[src/rtl/rv_defs.svh]
`ifndef RV_DEFS_SVH
`define RV_DEFS_SVH

// datapath word width
`define RV_XLEN         32

// architectural register file geometry
`define RV_REG_COUNT    32
`define RV_REG_ADDR_W   5

`endif
[src/rtl/rv_pkg.sv]
package rv_pkg;

    // major opcodes of the supported subset
    typedef enum logic [6:0] {
        OPC_LOAD   = 7'b0000011,
        OPC_STORE  = 7'b0100011,
        OPC_OP     = 7'b0110011,
        OPC_OP_IMM = 7'b0010011,
        OPC_SYSTEM = 7'b1110011
    } rv_opcode_e;

    typedef enum logic [2:0] {
        ALU_ADD = 3'd0,
        ALU_SUB = 3'd1,
        ALU_AND = 3'd2,
        ALU_OR  = 3'd3,
        ALU_XOR = 3'd4
    } rv_alu_op_e;

    // immediate format is resolved in the decoder
    typedef enum logic {
        OP2_RS2 = 1'b0,
        OP2_IMM = 1'b1
    } rv_op2_sel_e;

    typedef enum logic {
        WB_ALU = 1'b0,
        WB_MEM = 1'b1
    } rv_wb_sel_e;

endpackage

[src/rtl/rv_core.sv]
`include "rv_defs.svh"

module rv_core import rv_pkg::*; (
    input  logic                clk,
    input  logic                rst_n,
    output logic [`RV_XLEN-1:0] imem_addr_o,
    input  logic [`RV_XLEN-1:0] imem_inst_i,
    output logic [`RV_XLEN-1:0] dmem_addr_o,
    input  logic [`RV_XLEN-1:0] dmem_rdata_i,
    output logic [`RV_XLEN-1:0] dmem_wdata_o,
    output logic                dmem_wen_o,
    output logic                exit_o
);

    logic [`RV_XLEN-1:0]       pc;
    logic                      halt;
    logic                      exit;

    logic [`RV_REG_ADDR_W-1:0] rs1_addr;
    logic [`RV_REG_ADDR_W-1:0] rs2_addr;
    logic [`RV_REG_ADDR_W-1:0] rd_addr;
    logic                      rf_wen;
    logic                      mem_wen;
    rv_alu_op_e                alu_op;
    rv_op2_sel_e               op2_sel;
    rv_wb_sel_e                wb_sel;
    logic [`RV_XLEN-1:0]       imm;

    logic [`RV_XLEN-1:0]       rs1_data;
    logic [`RV_XLEN-1:0]       rs2_data;
    logic [`RV_XLEN-1:0]       alu_result;
    logic [`RV_XLEN-1:0]       wb_data;
    logic                      commit;
    logic                      rf_wr_en;

    rv_fetch u_fetch (
        .clk    (clk),
        .rst_n  (rst_n),
        .halt_i (halt),
        .pc_o   (pc),
        .exit_o (exit)
    );

    rv_decoder u_decoder (
        .inst_i     (imem_inst_i),
        .rs1_addr_o (rs1_addr),
        .rs2_addr_o (rs2_addr),
        .rd_addr_o  (rd_addr),
        .rf_wen_o   (rf_wen),
        .mem_wen_o  (mem_wen),
        .halt_o     (halt),
        .alu_op_o   (alu_op),
        .op2_sel_o  (op2_sel),
        .wb_sel_o   (wb_sel),
        .imm_o      (imm)
    );

    rv_regfile u_regfile (
        .clk        (clk),
        .rst_n      (rst_n),
        .rs1_addr_i (rs1_addr),
        .rs2_addr_i (rs2_addr),
        .wr_addr_i  (rd_addr),
        .wr_en_i    (rf_wr_en),
        .wr_data_i  (wb_data),
        .rs1_data_o (rs1_data),
        .rs2_data_o (rs2_data)
    );

    rv_alu u_alu (
        .alu_op_i   (alu_op),
        .op2_sel_i  (op2_sel),
        .rs1_data_i (rs1_data),
        .rs2_data_i (rs2_data),
        .imm_i      (imm),
        .result_o   (alu_result)
    );

    // nothing retires in reset or once halted
    assign commit   = rst_n & ~exit;
    assign rf_wr_en = rf_wen & commit;

    assign wb_data = (wb_sel == WB_MEM) ? dmem_rdata_i : alu_result;

    assign imem_addr_o  = pc;
    assign dmem_addr_o  = alu_result;  // rs1 + sext(imm) for lw and sw
    assign dmem_wdata_o = rs2_data;
    assign dmem_wen_o   = mem_wen & commit;
    assign exit_o       = exit;

endmodule

[src/rtl/rv_alu.sv]
`include "rv_defs.svh"

module rv_alu import rv_pkg::*; (
    input  rv_alu_op_e          alu_op_i,
    input  rv_op2_sel_e         op2_sel_i,
    input  logic [`RV_XLEN-1:0] rs1_data_i,
    input  logic [`RV_XLEN-1:0] rs2_data_i,
    input  logic [`RV_XLEN-1:0] imm_i,
    output logic [`RV_XLEN-1:0] result_o
);

    logic [`RV_XLEN-1:0] op2;

    assign op2 = (op2_sel_i == OP2_IMM) ? imm_i : rs2_data_i;

    always_comb begin
        case (alu_op_i)
            ALU_ADD: result_o = rs1_data_i + op2;  // wraps at 32 bits
            ALU_SUB: result_o = rs1_data_i - op2;
            ALU_AND: result_o = rs1_data_i & op2;
            ALU_OR:  result_o = rs1_data_i | op2;
            ALU_XOR: result_o = rs1_data_i ^ op2;
            default: result_o = '0;
        endcase
    end

endmodule

[src/rtl/rv_regfile.sv]
`include "rv_defs.svh"

module rv_regfile (
    input  logic                      clk,
    input  logic                      rst_n,
    input  logic [`RV_REG_ADDR_W-1:0] rs1_addr_i,
    input  logic [`RV_REG_ADDR_W-1:0] rs2_addr_i,
    input  logic [`RV_REG_ADDR_W-1:0] wr_addr_i,
    input  logic                      wr_en_i,
    input  logic [`RV_XLEN-1:0]       wr_data_i,
    output logic [`RV_XLEN-1:0]       rs1_data_o,
    output logic [`RV_XLEN-1:0]       rs2_data_o
);

    logic [`RV_XLEN-1:0] regs [`RV_REG_COUNT];

    always_ff @(posedge clk) begin
        if (!rst_n) begin
            for (int i = 0; i < `RV_REG_COUNT; i++) begin
                regs[i] <= '0;
            end
        end else if (wr_en_i && wr_addr_i != '0) begin
            regs[wr_addr_i] <= wr_data_i;
        end
    end

    // reads see the value from before this cycle's write
    assign rs1_data_o = (rs1_addr_i == '0) ? '0 : regs[rs1_addr_i];
    assign rs2_data_o = (rs2_addr_i == '0) ? '0 : regs[rs2_addr_i];

endmodule

[src/rtl/rv_decoder.sv]
`include "rv_defs.svh"

module rv_decoder import rv_pkg::*; (
    input  logic [`RV_XLEN-1:0]       inst_i,
    output logic [`RV_REG_ADDR_W-1:0] rs1_addr_o,
    output logic [`RV_REG_ADDR_W-1:0] rs2_addr_o,
    output logic [`RV_REG_ADDR_W-1:0] rd_addr_o,
    output logic                      rf_wen_o,
    output logic                      mem_wen_o,
    output logic                      halt_o,
    output rv_alu_op_e                alu_op_o,
    output rv_op2_sel_e               op2_sel_o,
    output rv_wb_sel_e                wb_sel_o,
    output logic [`RV_XLEN-1:0]       imm_o
);

    rv_opcode_e          opcode;
    logic [2:0]          funct3;
    logic [6:0]          funct7;
    logic [11:0]         imm_i;
    logic [11:0]         imm_s;
    logic [`RV_XLEN-1:0] imm_i_sext;
    logic [`RV_XLEN-1:0] imm_s_sext;
    logic                is_store;

    assign opcode = rv_opcode_e'(inst_i[6:0]);
    assign funct3 = inst_i[14:12];
    assign funct7 = inst_i[31:25];

    assign rs1_addr_o = inst_i[19:15];
    assign rs2_addr_o = inst_i[24:20];
    assign rd_addr_o  = inst_i[11:7];

    assign imm_i = inst_i[31:20];
    assign imm_s = {inst_i[31:25], inst_i[11:7]};

    assign imm_i_sext = {{(`RV_XLEN-12){imm_i[11]}}, imm_i};
    assign imm_s_sext = {{(`RV_XLEN-12){imm_s[11]}}, imm_s};

    assign is_store = (opcode == OPC_STORE);
    assign imm_o    = is_store ? imm_s_sext : imm_i_sext;

    // only the exact ecall encoding halts
    assign halt_o = (opcode == OPC_SYSTEM) && (inst_i[31:7] == '0);

    always_comb begin
        // anything not matched below retires as a no-op
        rf_wen_o  = 1'b0;
        mem_wen_o = 1'b0;
        alu_op_o  = ALU_ADD;
        op2_sel_o = OP2_IMM;
        wb_sel_o  = WB_ALU;

        case (opcode)
            OPC_LOAD: begin
                if (funct3 == 3'b010) begin  // lw
                    rf_wen_o = 1'b1;
                    wb_sel_o = WB_MEM;
                end
            end
            OPC_STORE: begin
                if (funct3 == 3'b010) begin  // sw
                    mem_wen_o = 1'b1;
                end
            end
            OPC_OP: begin
                op2_sel_o = OP2_RS2;
                if (funct7 == 7'b0000000) begin
                    rf_wen_o = 1'b1;
                    case (funct3)
                        3'b000:  alu_op_o = ALU_ADD;
                        3'b111:  alu_op_o = ALU_AND;
                        3'b110:  alu_op_o = ALU_OR;
                        3'b100:  alu_op_o = ALU_XOR;
                        default: rf_wen_o = 1'b0;
                    endcase
                end else if (funct7 == 7'b0100000 && funct3 == 3'b000) begin
                    rf_wen_o = 1'b1;
                    alu_op_o = ALU_SUB;
                end
            end
            OPC_OP_IMM: begin
                rf_wen_o = 1'b1;
                case (funct3)
                    3'b000:  alu_op_o = ALU_ADD;
                    3'b111:  alu_op_o = ALU_AND;
                    3'b110:  alu_op_o = ALU_OR;
                    3'b100:  alu_op_o = ALU_XOR;
                    default: rf_wen_o = 1'b0;  // shifts and compares unsupported
                endcase
            end
            default: begin
                rf_wen_o = 1'b0;
            end
        endcase
    end

endmodule

[src/rtl/rv_fetch.sv]
`include "rv_defs.svh"

module rv_fetch (
    input  logic                clk,
    input  logic                rst_n,
    input  logic                halt_i,
    output logic [`RV_XLEN-1:0] pc_o,
    output logic                exit_o
);

    logic [`RV_XLEN-1:0] pc_q;
    logic                halted_q;
    logic                stop;

    assign stop = halted_q | halt_i;  // freeze in the ecall cycle itself

    always_ff @(posedge clk) begin
        if (!rst_n) begin
            pc_q     <= '0;
            halted_q <= 1'b0;
        end else if (!stop) begin
            pc_q <= pc_q + 'd4;
        end else begin
            halted_q <= 1'b1;  // sticky, pc stays put from here on
        end
    end

    assign pc_o   = pc_q;
    assign exit_o = stop & rst_n;

endmodule

[config.mk]
export PLATFORM = sky130hd
export DESIGN_NAME = rv_core
export DESIGN_NICKNAME = d
export VERILOG_FILES = /design/src/rtl/rv_pkg.sv /design/src/rtl/rv_core.sv /design/src/rtl/rv_alu.sv /design/src/rtl/rv_regfile.sv /design/src/rtl/rv_decoder.sv /design/src/rtl/rv_fetch.sv
export VERILOG_INCLUDE_DIRS = /design/src /design/src/rtl
export SDC_FILE = /design/constraint.sdc
export NUM_CORES = 2
export LEC_CHECK = 0
export BUFFER_PORTS_ARGS = -buffer_cell sky130_fd_sc_hd__buf_2
export CAP_MARGIN = 0
export CORE_ASPECT_RATIO = 0.6
export CORE_MARGIN = 2
export CORE_UTILIZATION = 45
export CTS_BUF_LIST = sky130_fd_sc_hd__clkbuf_8 sky130_fd_sc_hd__clkbuf_16
export CTS_CLUSTER_DIAMETER = 60
export CTS_CLUSTER_SIZE = 16
export DETAILED_ROUTE_END_ITERATION = 10
export GPL_ROUTABILITY_DRIVEN = 0
export HOLD_SLACK_MARGIN = 0.1
export PLACE_DENSITY_LB_ADDON = 0.08
export SKIP_LAST_GASP = 1
export SLEW_MARGIN = 0
export SYNTH_ARGS = -nofsm -noshare
export SYNTH_HDL_FRONTEND = slang
export SYNTH_SLANG_ARGS = --single-unit
export TNS_END_PERCENT = 50
[constraint.sdc]
create_clock -name clk -period 17.5 [get_ports clk]
set_input_delay 3.5 -clock clk [delete_from_list [all_inputs] [get_ports clk]]
set_output_delay 3.5 -clock clk [all_outputs]
set_load 0.02 [all_outputs]
Yosys cells after proc, flatten, opt, wreduce, memory -nomap -nowiden:

Memory sizes are Yosys's and may differ from the RTL's.
Index checks and enable logic that the tools add are counted.
Widths: inputs -> output; s select.

* bitwise operators: 9
* $add $sub $neg: 3
* mux-type cells: 24
* reduce and logical (&&, ||, !) cells: 12
* equal/unequal tests: 14

Operators with widths (count)
* $mux 32: 5
* $pmux 32 s5: 1
* $add 32x3->32 const B: 1
* $add 32x32->32: 1
* $and 32x32->32: 1
* $or 32x32->32: 1
* $reduce_or 32->1: 1
* $sub 32x32->32: 1
* $xor 32x32->32: 1
* $logic_not 25->1: 1
* $eq 7x6->1 const B: 3
* $eq 3x3->1 const B: 4
* $mux 1: 12
* $logic_not 5->1: 2
* $mux 5: 2
* $eq 3x2->1 const B: 3
* $pmux 3 s3: 1
* $eq 7x2->1 const B: 1
* $eq 7x5->1 const B: 1
* $eq 7x7->1 const B: 1
* $logic_not 7->1: 1
* $logic_not 3->1: 2
* $pmux 3 s2: 1
* $reduce_bool 5->1: 1
* other kinds (8): 13

* memories: 1
* input port bits: 66
* RAM bits: 1024
* register bits after elaboration: 33

Memory list
* u_regfile.regs: words 32, width 32, rd ports 2, clocked after Yosys merged registers in 0, write ports 32, line rv_regfile.sv:15 `` logic [`RV_XLEN-1:0] regs [`RV_REG_COUNT]; ``

Longest topological paths before layout:

* word-level depth: 13
* depth in mapped cells: 35

Hierarchy:

From an unflattened synthesis, not the netlist that was laid out.

* cells, all modules: 4500
* area, all modules: 61614.1 sq um

By module, submodules not included
* rv_regfile: cells an instance 3509, area each 54204.5 sq um, instances 1, sequential area each 30749.5 sq um
* rv_alu: cells an instance 704, area each 4809.6 sq um, instances 1, sequential area each 0.0 sq um
* rv_fetch: cells an instance 169, area each 1445.1 sq um, instances 1, sequential area each 620.6 sq um
* rv_decoder: cells an instance 80, area each 593.1 sq um, instances 1, sequential area each 0.0 sq um
* rv_core: cells an instance 38, area each 561.8 sq um, instances 1, sequential area each 0.0 sq um

Worst setup path before layout:

No wires, ideal clock.

* path type: input port to output port
* start: in imem_inst_i[21]
* end: out dmem_addr_o[31]
* arrival: 9.661 ns
* setup slack: 4.339 ns
* buffers on the path: 6
* stages on the path: 31
* path through: buf_4 -> buf_4 -> buf_2 -> buf_2 -> buf_1 -> mux4_2 -> a22oi_1 -> nand4_1 -> and2_1 -> nand2_1 -> o21a_1 -> ha_1 -> nand4_1 -> or2_4 -> nor3_4 -> nor2b_1 -> a21oi_1 -> xnor2_1 -> ha_1 -> clkbuf_1 -> a21oi_1 -> o21ai_0 -> a21oi_1 -> o31ai_1 -> a41o_1 -> a311oi_1 -> nor3b_1 -> o2111a_1 -> a211oi_2 -> nand3_1 -> nand2_1

* word-level cells in the longest chain between the ends: 5

Ends and longest elaborated chain
* start, declared: line rv_core.sv:7 `` input logic [`RV_XLEN-1:0] imem_inst_i, ``
* $mem_v2 32x32 / $logic_not 5->1 (equally long branches)
* $mux 32 (*): line rv_regfile.sv:29 `assign rs2_data_o = (rs2_addr_i == '0) ? '0 : regs[rs2_addr_i];`
* net dmem_wdata_o[0]: line rv_core.sv:10 `` output logic [`RV_XLEN-1:0] dmem_wdata_o, ``
* $mux 32 (*): line rv_alu.sv:14 `assign op2 = (op2_sel_i == OP2_IMM) ? imm_i : rs2_data_i;`
* $sub 32x32->32 / $add 32x32->32 (equally long branches): line rv_alu.sv:19, rv_alu.sv:18
* $pmux 32 s5 (*): line rv_alu.sv:17 `case (alu_op_i)`
* end, declared: line rv_core.sv:8 `` output logic [`RV_XLEN-1:0] dmem_addr_o, ``

Mark *: on every way through the listed nets, which the timed path passes. The rest lies on a longest branch.

Worst setup path in the final report:

* start: in imem_inst_i[22]
* end: out dmem_addr_o[31]

* word-level cells in the longest chain between the ends: 5

Ends and longest elaborated chain
* $mem_v2 32x32 / $logic_not 5->1 (equally long branches)
* $mux 32: line rv_regfile.sv:29
* $mux 32 (*): line rv_alu.sv:14
* $sub 32x32->32 (tied with other cells): line rv_alu.sv:19 `ALU_SUB: result_o = rs1_data_i - op2;`
* $pmux 32 s5 (*): line rv_alu.sv:17

Every way passes the cells marked *; elsewhere a longest branch is shown, timed or not.

==> results by group <==
Timing
  • Worst Max-Slew Pin Slew: 1.31 ns
  • Clk_skew: 0.0358 ns
  • Final TNS setup: 0 ns
  • Post-route minimum period: 15.19 ns
  • Final Hold Fails: 0
  • Slew headroom: 11.0%
  • RSZ-0062 raised after global routing: no
  • Setup-failing EPs final: 0
  • Fmax: 0.0658 GHz
  • Fin crit share: 86.8%
  • Hold WS: 0.491 ns
  • Final Slew Violations: 0

Pwr
  • Tot Pwr: 6240 uW
  • VDD IR max: 0.0000830 V
  • P_leak: 0.0240 uW
  • Pwr dens: 95.7 mW/mm2

Placement
  • PortBufs: 161
  • Post-DP HPWL: 150,000 um
  • Post-placement cell count: 6,400
  • Post-DP Area: 0.0628 mm2

Synthesis
  • Top cells by area, synth: edfxtp_1, mux4_2, nor2_1
  • Synth Register Bits: 1,055
  • Synthesized cell area: 0.0597 mm2
  • Distinct cell type count after synthesis: 87
  • List of most frequent post-synthesis cells: edfxtp_1, nor2_1, mux4_2
  • Cell count after synthesis: 4,727
  • Number of flops mapped to enable cells by yosys: 1,024
  • Post-synth top area cell: edfxtp_1
  • Post-synth top flop: edfxtp_1
  • Avg Cell Area, Syn: 12.6 um2
  • Post-synth top area share: 51.5%
  • Seq/Total Area, Yosys: 52.6%
  • YS warnings: 0
  • Cell with the most instances after synthesis: edfxtp_1
  • Ys async rst share: 0%

CTS
  • CTS H-tree lvls: 3
  • CTS tree: done
  • Setup bufs post-CTS: 0
  • # resized after CTS: 0
  • Root Driver: clkbuf_16
  • Clock Path Buffers: 3
  • Clock transition at path regs: 0.07 ns
  • Clock Sink Count: 1,055
  • Cts hold-fix bufs: 0
  • Clk_lat worst skew: 0.73 ns
  • TritonCTS Buffers: 84

Final layout
  • Footprint of the multi-input gates: 0.0268 mm2
  • Layout cells sized above 1: 22.0%
  • # nets final: 4,865
  • Reg area: 0.0314 mm2
  • Fillers: 11,500
  • Area added between synthesis and finish: 9.36%
  • Post-Layout Inst Area: 0.0653 mm2
  • Post-Layout Cell Count: 6,526

Floorplanning
  • Die ar.: 0.136 mm2
  • Row count: 103
  • Die extent in y: 286 um
  • IO Pins: 164
  • Starting Density: 45.4%
  • Core Area: 0.132 mm2
  • Die W: 474 um

Detailed routing
  • Residual DRC count: 0
  • Final ANT Viol Nets: 0
  • Routed WL: 240,000 um
  • Via count: 44,000
  • Total iterations of the first detailed-routing run: 6
  • Number of vias per cell: 6.75
  • First DRT Iteration DRCs: 6,889
  • WL per Instance: 36.8 um

Global route
  • Total GRT Usage: 35.2%
  • First-pass GRT wire length: 335,000 um
  • Largest net degree at the start of global routing: 89
  • Initial antenna violation count: 7
  • Overflow left after global routing: 0
  • Vias in the first global route: 41,700

Setup path
  • R2R depth: 25
  • Data arrival, critical path: 11.69 ns
  • Crit path kind: input port to primary output
  • CP endpoint kind: primary output
  • Startpoint Class: input port
  • WP data required: 14.00 ns
  • CP max FO: 46

Outcome
  • Run status: finished clean

Job
  • Number of max-cap violations: 0

Worst hold path
  • Hold depth: 2
  • Hold Path Class: flip-flop to flip-flop
through the flow:
step                worst slack, ns  utilization, %
floorplan                      4.34               -
global placement               2.70            47.7
detailed placement             2.61            47.7
CTS                            2.57            49.6
global route                   2.07            49.6
finish                         2.31            49.6
worst max-delay path, stage by stage:
cell      delay (ns)
clkbuf_8        0.26
buf_4           0.44
nor2b_1         1.07
a22oi_1         0.23
nand3_1         0.15
o21ai_0         0.14
o21ai_0         0.81
nand4b_1        0.46
nor3_1          0.69
a31oi_1         0.31
a21o_1          0.29
xnor2_1         0.15
ha_1            0.36
and2_1          0.27
a21oi_1         0.18
o31ai_1         0.12
a41o_1          0.27
a311oi_1        0.71
nor3b_1         0.14
o2111a_1        0.28
a211oi_2        0.26
nand3_1         0.13
nand2_1         0.10
buf_2           0.17
report_power, final:
group          switching, uW  internal [uW]
Combinational           1020            419
Sequential              48.8           2850
Clock                    994            915
metal layers:
| metal | up-vias | part of all wire, % | GRT usage [%] | wire, um |
|---|---|---|---|---|
| li1 | 17700 | - | - | - |
| met1 | 22700 | 42 | 52.1 | 100000 |
| met2 | 3155 | 42 | 49.1 | 99700 |
| met3 | 475 | 13 | 10.3 | 30200 |
| met4 | 6 | 4.1 | 12.6 | 9930 |
| met5 | - | 0.017 | 0 | 41 |
kinds of logic (layout without fill, tap and decap cells):
family                     after synthesis  count (layout)  synth area share, %
AOI/OAI and AO/OA                      513             513                 5.84
xor gates and xnor gates                78              78                 1.14
adders and majority gates               98              98                 2.07
buffers and inverters                  542             520                 3.80
DFF                                   1055            1055                 52.6
muxes                                  770             770                 22.3
other                                    1              37              0.00628
and+or+nand+nor                       1670            1670                 12.2
final cells by class:
cell class,instances,area share (%)
inverters,85,0.491
clock buffers,86,3.28
flip-flops and latches,1055,48.1
multi-input cells,3163,41.0
diodes,3,0.0115
clock inverters,37,0.533
well taps,1785,3.42
repair buffers,312,3.16
flip-flops by register name (all words and copies together) (netlist names):
register,cells
u_fetch.halted_q,1
u_fetch.pc_o,30
u_regfile.regs,1024
final timing paths:
| kind | start | endpoint | slack (ns) |
|---|---|---|---|
| setup / recovery | imem_inst_i[22] | dmem_addr_o[31] | 2.31 |
| hold / removal | u_fetch.pc_o[16] | u_fetch.pc_o[16] | 0.49 |
| setup reg to reg | u_regfile.regs[2][1] | u_regfile.regs[1][31] | 9.59 |
| hold reg to reg | u_fetch.pc_o[16] | u_fetch.pc_o[16] | 0.49 |
cells in the final DEF, fill, tap and decap left out, types with 8 or more instances in the layout:
master,Yosys,routed
a211oi_1,24,23
a21o_1,47,47
a21oi_1,110,109
a22o_1,8,8
a22oi_1,125,125
a31oi_1,15,14
and2_1,27,26
and3_1,26,26
buf_2,36,153
buf_4,18,148
clkbuf_16,0,85
clkinv_2,0,10
conb_1,1,34
dfxtp_1,31,31
edfxtp_1,1024,1024
ha_1,97,97
inv_1,85,92
mux2_2,14,14
mux2i_1,311,288
mux2i_4,0,23
mux4_1,9,9
mux4_2,436,436
nand2_1,284,222
nand2_2,1,58
nand2b_1,11,11
nand3_1,64,64
nand4_1,18,18
nor2_1,951,939
nor2b_1,24,22
nor3_1,173,172
nor3_2,30,31
nor3b_1,11,10
o211ai_1,8,8
o21ai_0,73,71
o22ai_1,32,32
o31ai_1,8,8
or3_1,8,8
xnor2_1,49,49
xor2_1,29,29
Note: power is estimated with default switching activity, not from simulation.
